[config.mk]
export PLATFORM = sky130hd
export DESIGN_NAME = pool_lane_ctrl
export DESIGN_NICKNAME = d
export VERILOG_FILES = /design/src/verilog/pool_cfg_pkg.sv /design/src/verilog/pool_data_pkg.sv /design/src/verilog/pool_idx_fifo.sv /design/src/verilog/pool_lane_ctrl.sv /design/src/verilog/pool_max_core.sv /design/src/verilog/pool_out_join.sv
export SDC_FILE = /design/constraint.sdc
export NUM_CORES = 2
export LEC_CHECK = 0
export BUFFER_PORTS_ARGS = -buffer_cell sky130_fd_sc_hd__buf_2
export CAP_MARGIN = 20
export CORE_AREA = 2 2 414 416
export CTS_CLUSTER_DIAMETER = 200
export DETAILED_ROUTE_END_ITERATION = 10
export DIE_AREA = 0 0 416 418
export HOLD_SLACK_MARGIN = 0.08
export PLACE_DENSITY = 0.67
export SETUP_SLACK_MARGIN = 0.4
export SYNTH_ARGS = -nofsm -noshare
export SYNTH_HDL_FRONTEND = slang
export SYNTH_SLANG_ARGS = --single-unit
[constraint.sdc]
create_clock -name clk -period 45.8 [get_ports clk]
set_input_delay 9.16 -clock clk [delete_from_list [all_inputs] [get_ports clk]]
set_output_delay 9.16 -clock clk [all_outputs]
set_load 0.02 [all_outputs]
[src/verilog/pool_cfg_pkg.sv]
package pool_cfg_pkg;

    // ======================================
    // Datapath shape
    // ======================================

    // Parallel activation lanes, one word of bytes
    localparam int LANES = 64;

    // Bits per unsigned activation
    localparam int ACT_WIDTH = 8;

    // Bits per destination index from the pooling engine
    localparam int IDX_WIDTH = 10;

    // ======================================
    // Default depths
    // ======================================

    // Index FIFO address width, 32 entries
    localparam int DEF_FIFO_ADDR_WIDTH = 5;

    // Window counter width, cfg_k up to 31
    localparam int DEF_K_WIDTH = 5;

    // Full vector width, handy for checks
    localparam int VEC_WIDTH = LANES * ACT_WIDTH;

endpackage

[src/verilog/pool_data_pkg.sv]
package pool_data_pkg;

    // ======================================
    // Activation data
    // ======================================

    // Single unsigned activation
    typedef logic [pool_cfg_pkg::ACT_WIDTH-1:0] act_t;

    // One output feature map vector
    // Lane 0 sits in the low byte
    typedef act_t [pool_cfg_pkg::LANES-1:0] pool_vec_t;

    // ======================================
    // Index data
    // ======================================

    // Destination index of one pooled window
    typedef logic [pool_cfg_pkg::IDX_WIDTH-1:0] idx_t;

    // ======================================
    // Result beat
    // ======================================

    // Index in the upper bits, pooled vector below
    typedef struct packed {
        idx_t      addr;
        pool_vec_t vec;
    } pool_res_t;

    // Result width for quick reference
    localparam int RES_WIDTH = pool_cfg_pkg::IDX_WIDTH + pool_cfg_pkg::VEC_WIDTH;

endpackage

[src/verilog/pool_idx_fifo.sv]
`timescale 1ns/10ps

module pool_idx_fifo #(
    parameter int FIFO_ADDR_WIDTH = pool_cfg_pkg::DEF_FIFO_ADDR_WIDTH
) (
    input  logic                clk,
    input  logic                arst_n,

    // Synchronous clear of all entries
    input  logic                flush,

    // Write side
    input  logic                push_valid,
    input  pool_data_pkg::idx_t push_data,
    output logic                push_ready,

    // Read side, head always shows the oldest entry
    input  logic                pop,
    output logic                head_valid,
    output pool_data_pkg::idx_t head
);

    // ======================================
    // Storage and pointers
    // ======================================

    localparam int DEPTH = 1 << FIFO_ADDR_WIDTH;

    pool_data_pkg::idx_t mem [DEPTH];

    // Extra top bit tells full from empty
    logic [FIFO_ADDR_WIDTH:0] wr_ptr;
    logic [FIFO_ADDR_WIDTH:0] rd_ptr;

    logic full;
    logic empty;
    logic push_xfer;
    logic pop_xfer;

    // Same slot, different lap means full
    assign full  = (wr_ptr[FIFO_ADDR_WIDTH] != rd_ptr[FIFO_ADDR_WIDTH]) &&
                   (wr_ptr[FIFO_ADDR_WIDTH-1:0] == rd_ptr[FIFO_ADDR_WIDTH-1:0]);
    assign empty = (wr_ptr == rd_ptr);

    assign push_ready = !full;
    assign push_xfer  = push_valid && push_ready;
    assign pop_xfer   = pop && !empty;

    // First word fall through
    assign head_valid = !empty;
    assign head       = mem[rd_ptr[FIFO_ADDR_WIDTH-1:0]];

    // ======================================
    // Pointer update
    // ======================================

    always_ff @(posedge clk or negedge arst_n) begin
        if (!arst_n) begin
            wr_ptr <= '0;
            rd_ptr <= '0;
        end else if (flush) begin
            // Index taken in the flush cycle goes too
            wr_ptr <= '0;
            rd_ptr <= '0;
        end else begin
            if (push_xfer) begin
                wr_ptr <= wr_ptr + 1'b1;
            end
            if (pop_xfer) begin
                rd_ptr <= rd_ptr + 1'b1;
            end
        end
    end

    // Entry array, written on accepted push only
    always_ff @(posedge clk) begin
        if (push_xfer) begin
            mem[wr_ptr[FIFO_ADDR_WIDTH-1:0]] <= push_data;
        end
    end

    // ======================================
    // Checks
    // ======================================

    // Join must not pop a missing index
    pop_not_empty_a: assert property (
        @(posedge clk) disable iff (!arst_n)
        pop |-> !empty
    ) else $error("pool_idx_fifo: pop while empty");

    // Flush and pop in one cycle would lose a pairing
    flush_no_pop_a: assert property (
        @(posedge clk) disable iff (!arst_n)
        !(flush && pop)
    ) else $error("pool_idx_fifo: flush and pop together");

endmodule

[src/verilog/pool_lane_ctrl.sv]
`timescale 1ns/10ps

module pool_lane_ctrl #(
    parameter int FIFO_ADDR_WIDTH = pool_cfg_pkg::DEF_FIFO_ADDR_WIDTH,
    parameter int K_WIDTH         = pool_cfg_pkg::DEF_K_WIDTH
) (
    input  logic                     clk,
    input  logic                     arst_n,

    // Control
    input  logic                     flush,
    // Window size, held between flushes
    input  logic [K_WIDTH-1:0]       cfg_k,

    // Destination indices from the pooling engine
    input  logic                     idx_valid,
    input  pool_data_pkg::idx_t      idx,
    output logic                     idx_ready,

    // Output feature map vectors
    input  logic                     ofm_valid,
    input  pool_data_pkg::pool_vec_t ofm,
    output logic                     ofm_ready,

    // Pooled vector with its index
    output logic                     res_valid,
    output pool_data_pkg::pool_res_t res,
    input  logic                     res_ready
);

    // ======================================
    // Internal links
    // ======================================

    // Index FIFO head towards the join
    logic                     head_valid;
    pool_data_pkg::idx_t      head;
    logic                     pop;

    // Window result towards the join
    logic                     max_valid;
    pool_data_pkg::pool_vec_t max_vec;
    logic                     max_ready;

    // ======================================
    // Index buffer
    // ======================================

    pool_idx_fifo #(
        .FIFO_ADDR_WIDTH (FIFO_ADDR_WIDTH)
    ) idx_fifo_i (
        .clk        (clk),
        .arst_n     (arst_n),
        .flush      (flush),
        .push_valid (idx_valid),
        .push_data  (idx),
        .push_ready (idx_ready),
        .pop        (pop),
        .head_valid (head_valid),
        .head       (head)
    );

    // ======================================
    // Max pooling
    // ======================================

    pool_max_core #(
        .K_WIDTH (K_WIDTH)
    ) max_core_i (
        .clk       (clk),
        .arst_n    (arst_n),
        .flush     (flush),
        .cfg_k     (cfg_k),
        .in_valid  (ofm_valid),
        .in_vec    (ofm),
        .in_ready  (ofm_ready),
        .out_valid (max_valid),
        .out_vec   (max_vec),
        .out_ready (max_ready)
    );

    // ======================================
    // Result pairing
    // ======================================

    // No register here, result follows the sources
    pool_out_join join_i (
        .head_valid (head_valid),
        .head       (head),
        .pop        (pop),
        .max_valid  (max_valid),
        .max_vec    (max_vec),
        .max_ready  (max_ready),
        .res_valid  (res_valid),
        .res        (res),
        .res_ready  (res_ready)
    );

endmodule

[src/verilog/pool_max_core.sv]
`timescale 1ns/10ps

module pool_max_core #(
    parameter int K_WIDTH = pool_cfg_pkg::DEF_K_WIDTH
) (
    input  logic                     clk,
    input  logic                     arst_n,

    // Control
    input  logic                     flush,
    input  logic [K_WIDTH-1:0]       cfg_k,

    // Incoming activation vectors
    input  logic                     in_valid,
    input  pool_data_pkg::pool_vec_t in_vec,
    output logic                     in_ready,

    // Finished window maximum
    output logic                     out_valid,
    output pool_data_pkg::pool_vec_t out_vec,
    input  logic                     out_ready
);

    // ======================================
    // Window bookkeeping
    // ======================================

    // Beats already folded into the current window
    logic [K_WIDTH-1:0] win_cnt;
    logic [K_WIDTH-1:0] win_last;

    logic in_xfer;
    logic first_beat;
    logic last_beat;

    // Running maximum of the open window
    pool_data_pkg::pool_vec_t acc;
    // Lane-wise max of acc and the new beat
    pool_data_pkg::pool_vec_t lane_max;
    // What the window holds after this beat
    pool_data_pkg::pool_vec_t next_acc;

    assign win_last = cfg_k - 1'b1;

    // Stall only when the result slot stays occupied
    assign in_ready = !out_valid || out_ready;
    assign in_xfer  = in_valid && in_ready;

    assign first_beat = (win_cnt == '0);
    assign last_beat  = (win_cnt == win_last);

    // ======================================
    // Lane comparators
    // ======================================

    // All lanes in parallel, unsigned compare
    always_comb begin
        for (int i = 0; i < pool_cfg_pkg::LANES; i++) begin
            lane_max[i] = (acc[i] > in_vec[i]) ? acc[i] : in_vec[i];
        end
    end

    // First beat loads, later beats reduce
    assign next_acc = first_beat ? in_vec : lane_max;

    // ======================================
    // Control state
    // ======================================

    always_ff @(posedge clk or negedge arst_n) begin
        if (!arst_n) begin
            win_cnt   <= '0;
            out_valid <= 1'b0;
        end else if (flush) begin
            // Partial window and pending result dropped
            win_cnt   <= '0;
            out_valid <= 1'b0;
        end else begin
            if (in_xfer) begin
                // Wrap after the cfg_k-th beat
                win_cnt <= last_beat ? '0 : win_cnt + 1'b1;
            end
            if (in_xfer && last_beat) begin
                out_valid <= 1'b1;
            end else if (out_ready) begin
                out_valid <= 1'b0;
            end
        end
    end

    // ======================================
    // Accumulator and result slot
    // ======================================

    always_ff @(posedge clk) begin
        if (flush) begin
            acc <= '0;
        end else if (in_xfer) begin
            acc <= next_acc;
        end
        // Result moves out while the next window opens
        if (!flush && in_xfer && last_beat) begin
            out_vec <= next_acc;
        end
    end

    // ======================================
    // Checks
    // ======================================

    // Zero window size would never close a window
    cfg_k_nonzero_a: assert property (
        @(posedge clk) disable iff (!arst_n)
        cfg_k != '0
    ) else $error("pool_max_core: cfg_k is zero");

    // Held result must not change under back-pressure
    out_stable_a: assert property (
        @(posedge clk) disable iff (!arst_n)
        (out_valid && !out_ready) |=> $stable(out_vec)
    ) else $error("pool_max_core: out_vec changed while stalled");

endmodule

[src/verilog/pool_out_join.sv]
`timescale 1ns/10ps

module pool_out_join (
    // Oldest buffered index
    input  logic                     head_valid,
    input  pool_data_pkg::idx_t      head,
    output logic                     pop,

    // Pooled vector from the max core
    input  logic                     max_valid,
    input  pool_data_pkg::pool_vec_t max_vec,
    output logic                     max_ready,

    // Paired result beat
    output logic                     res_valid,
    output pool_data_pkg::pool_res_t res,
    input  logic                     res_ready
);

    // ======================================
    // Pairing
    // ======================================

    logic res_xfer;

    // Both halves needed before a beat goes out
    assign res_valid = head_valid && max_valid;
    assign res_xfer  = res_valid && res_ready;

    // Both sources release on the same transfer
    // Keeps index and window in lock step
    assign pop       = res_xfer;
    assign max_ready = res_xfer;

    // Result fields straight from the sources
    assign res.addr = head;
    assign res.vec  = max_vec;

    // ======================================
    // Checks
    // ======================================

    // Pops stay paired and only consume present data
    always_comb begin
        pair_lock_a: assert final (
            (pop == max_ready) && (!pop || (head_valid && max_valid))
        ) else $error("pool_out_join: pairing slipped");
    end

endmodule
==> flow_metrics.tcl <==
set metrics [dict create \
    rrSetupSlack_ns 39.73 \
    reg2reg_to "max_core_i.out_vec[165]" \
    antenna_found_initial 130 \
    whs_endpoint "max_core_i.acc[400]" \
    period_minus_slack_ns 18.86 \
    first_iter_violations 3068 \
    clk_pin_slew_ns 0.05 \
    run_status "finished clean" \
    finalSetupViolations 0 \
    place.gp.congestion 0.904 \
    p_leak_nw 34.9 \
    clock_skew_ns 0.0443 \
    avgSynthCellArea_um2 11.9 \
    pre_cts_ws_ns 26.95 \
    dieArea_mm2 0.174 \
    reg2reg_from "idx_fifo_i.rd_ptr[0]" \
    start_util 0.408 \
    min_from "max_core_i.acc[400]" \
    layout-drive-gt1-share 0.307 \
    grt_use_total 0.220 \
    finish.utilization 0.485 \
    path_cells "buf_2 -> o22a_1 -> buf_2" \
    critPathSlowestCell "o22a_1" \
    antenna_left 0 \
    final_area_mm2 0.0820 \
    syn_area_mm2 0.0689 \
    setup_ws_ns 26.94 \
    fmax_ghz 0.0530 \
    postRouteWirelength_um 197000 \
    p_int_mw 2.26 \
    drt_pass1_iterations 7 \
    dpl.hpwl_um 146000 \
    max_slew_margin 0.276 \
    multi_input_area_mm2 0.0306 \
    pwr-share-comb 0.126 \
    final_max_slew_viol_count 0 \
    io_pins 1058 \
    cts_tree "done" \
    synth_cell_types 46 \
    crit_top_cell "buf_2" \
    clk_latency_ns 0.82 \
    pwr-share-clk 0.418 \
    yosysSeqAreaShare 0.518 \
    syn2layout_area_growth_pct 18.9 \
    seq_power_share 0.456 \
    grt_pass1_wl_um 291000 \
    portBuffers 1057 \
    die_w_um 416 \
    wl_per_cell_um 21.3 \
    fin_crit_sh 0.412 \
    ys_seq_elements 1362 \
    synth_warnings 0 \
    cp.arrival_ns 9.70 \
    rsz0062_at_grt "false" \
    fp-row-count 151 \
    htreeDepth 4 \
    grt_overflow 0 \
    final_common_cell "nand2_1" \
    worst_slew_pin_slew_ns 1.09 \
    crit_fanout 4 \
    critPathKind "in2out" \
    route.detailed.drc 0 \
    vias 48400 \
    cts-resized-gates 0 \
    core_area_mm2 0.169 \
    hold_viol_final 0 \
    hold_buffers 0 \
    mostFrequentLayoutCells "nand2_1, buf_2, edfxtp_1" \
    max_stage_delay_ns 0.23 \
    num-fill-cells 15100 \
    vias_per_cell 5.22 \
    syn_nets 6823 \
    ir_worst_vdd_mv 0.0374 \
    cts_buffers 154 \
    synthCells 5770 \
    synth_async_sr_flop_share 0.0132 \
    synth_top_flop_cell "edfxtp_1" \
    cp-start-kind "primary input" \
    synth_edf_count 832 \
    fin_nets 7890 \
    grt_pass1_vias 47300 \
    dpl_cell_area_mm2 0.0766 \
    maxCapViolCount 0 \
    grt_max_degree 241 \
    finalSetupTns_ns 0 \
    r2r_cells 8 \
    swShare 0.257 \
    clock-sinks 1362 \
    required_ns 36.64 \
    cts_setup_buffers 0 \
    die_h_um 418 \
    p_switching_mw 0.781 \
    hold_ws_ns 0.468 \
    cts-root-buf "clkbuf_16" \
    cts_max_path_buffers 3 \
    powerDensity_mw_per_mm2 37.0 \
    whs_path_depth 2 \
    endpoint_kind "primary output" \
    holdCritPathClass "reg2reg" \
    seqCellArea_mm2 0.0357 \
]
==> cells in the mapped netlist, types with 5 or more instances <==
library cell | n | area (µm²)
nor2b_1 | 67 | 419
a21oi_1 | 133 | 666
dfrtp_1 | 18 | 450
nor2_1 | 48 | 180
xor2_1 | 5 | 43.8
inv_1 | 520 | 1950
ha_1 | 520 | 6510
edfxtp_1 | 832 | 25000
dfxtp_1 | 512 | 10200
a21oi_2 | 64 | 561
nor2_2 | 64 | 400
mux4_2 | 100 | 2250
o21ai_0 | 66 | 330
nand4_1 | 132 | 826
nand3_1 | 77 | 385
mux2_2 | 524 | 5900
nand2_1 | 1099 | 4130
o211ai_1 | 66 | 495
nor3_4 | 64 | 1040
a21o_1 | 65 | 488
buf_2 | 30 | 150
a211oi_1 | 65 | 488
xnor2_1 | 15 | 131
clkbuf_1 | 135 | 507
mux2i_1 | 514 | 5140
==> cells by family after synthesis <==
group	Yosys count	synth area share
fa+ha+maj	520	0.0944
simple gates	1570	0.109
flops	1362	0.518
buf+inv	690	0.0384
mux	1138	0.193
compound gates	470	0.0452
xor+xnor	20	0.00254
==> registers in the layout, summed over array words and instances, names as in the netlist <==
register and flops:
max_core_i.acc 512, max_core_i.out_vec 512, idx_fifo_i.mem 320, idx_fifo_i.rd_ptr 6, idx_fifo_i.wr_ptr 6, max_core_i.win_cnt 5, max_core_i.out_valid 1
==> worst max-delay path, delay by kind of cell <==
| kind | cells | cell delay (ns) |
|---|---|---|
| compound gates | 1 | 0.23 |
| buf+inv | 2 | 0.30 |
==> layout make-up <==
type,count,area share
antenna,77,0.00235
clock buffer,214,0.0524
clock inverter,70,0.0111
inverter,521,0.0239
multi-input combinational,3718,0.374
sequential,1362,0.435
tap,2218,0.0338
timing repair buffer,1080,0.0675
==> power by group through the flow <==
stage	sequential, mW	clock, mW	combinational, mW
5_1_grt	1.39	1.34	0.427
6_report	1.38	1.27	0.384
4_1_cts	1.38	1.30	0.386
3_5_place_dp	1.41	0	0.382
3_3_place_gp	1.41	0	0.373
2_1_floorplan	1.41	0	0.263
==> worst max-delay path by stage <==
stage / from / depth (start not counted) / endpoint / slack, ns
after floorplan: cfg_k[0] / 6 / max_core_i.out_vec[0] / 14.88
after global placement: res_ready / 3 / ofm_ready / 26.94
after detailed placement: res_ready / 3 / ofm_ready / 26.95
after CTS: res_ready / 3 / ofm_ready / 26.95
after global routing: res_ready / 3 / ofm_ready / 26.92
final: res_ready / 3 / ofm_ready / 26.94
==> per-stage QoR <==
| step | cells | total power, mW |
|---|---|---|
| 2_1_floorplan | 5770 | 1.67 |
| 3_3_place_gp | 8898 | 1.78 |
| 3_5_place_dp | 8898 | 1.79 |
| 4_1_cts | 9182 | 3.07 |
| 5_1_grt | 9244 | 3.16 |
| 6_report | 9260 | 3.04 |
==> routing by layer <==
metal,vias up,global-route usage,part of all wire
li1,22900,-,-
met3,480,0.0631,0.069
met5,-,0,0.0021
met1,23500,0.260,0.39
met4,60,0.129,0.053
met2,1457,0.358,0.48
Note: power is estimated with default switching activity, not from simulation.
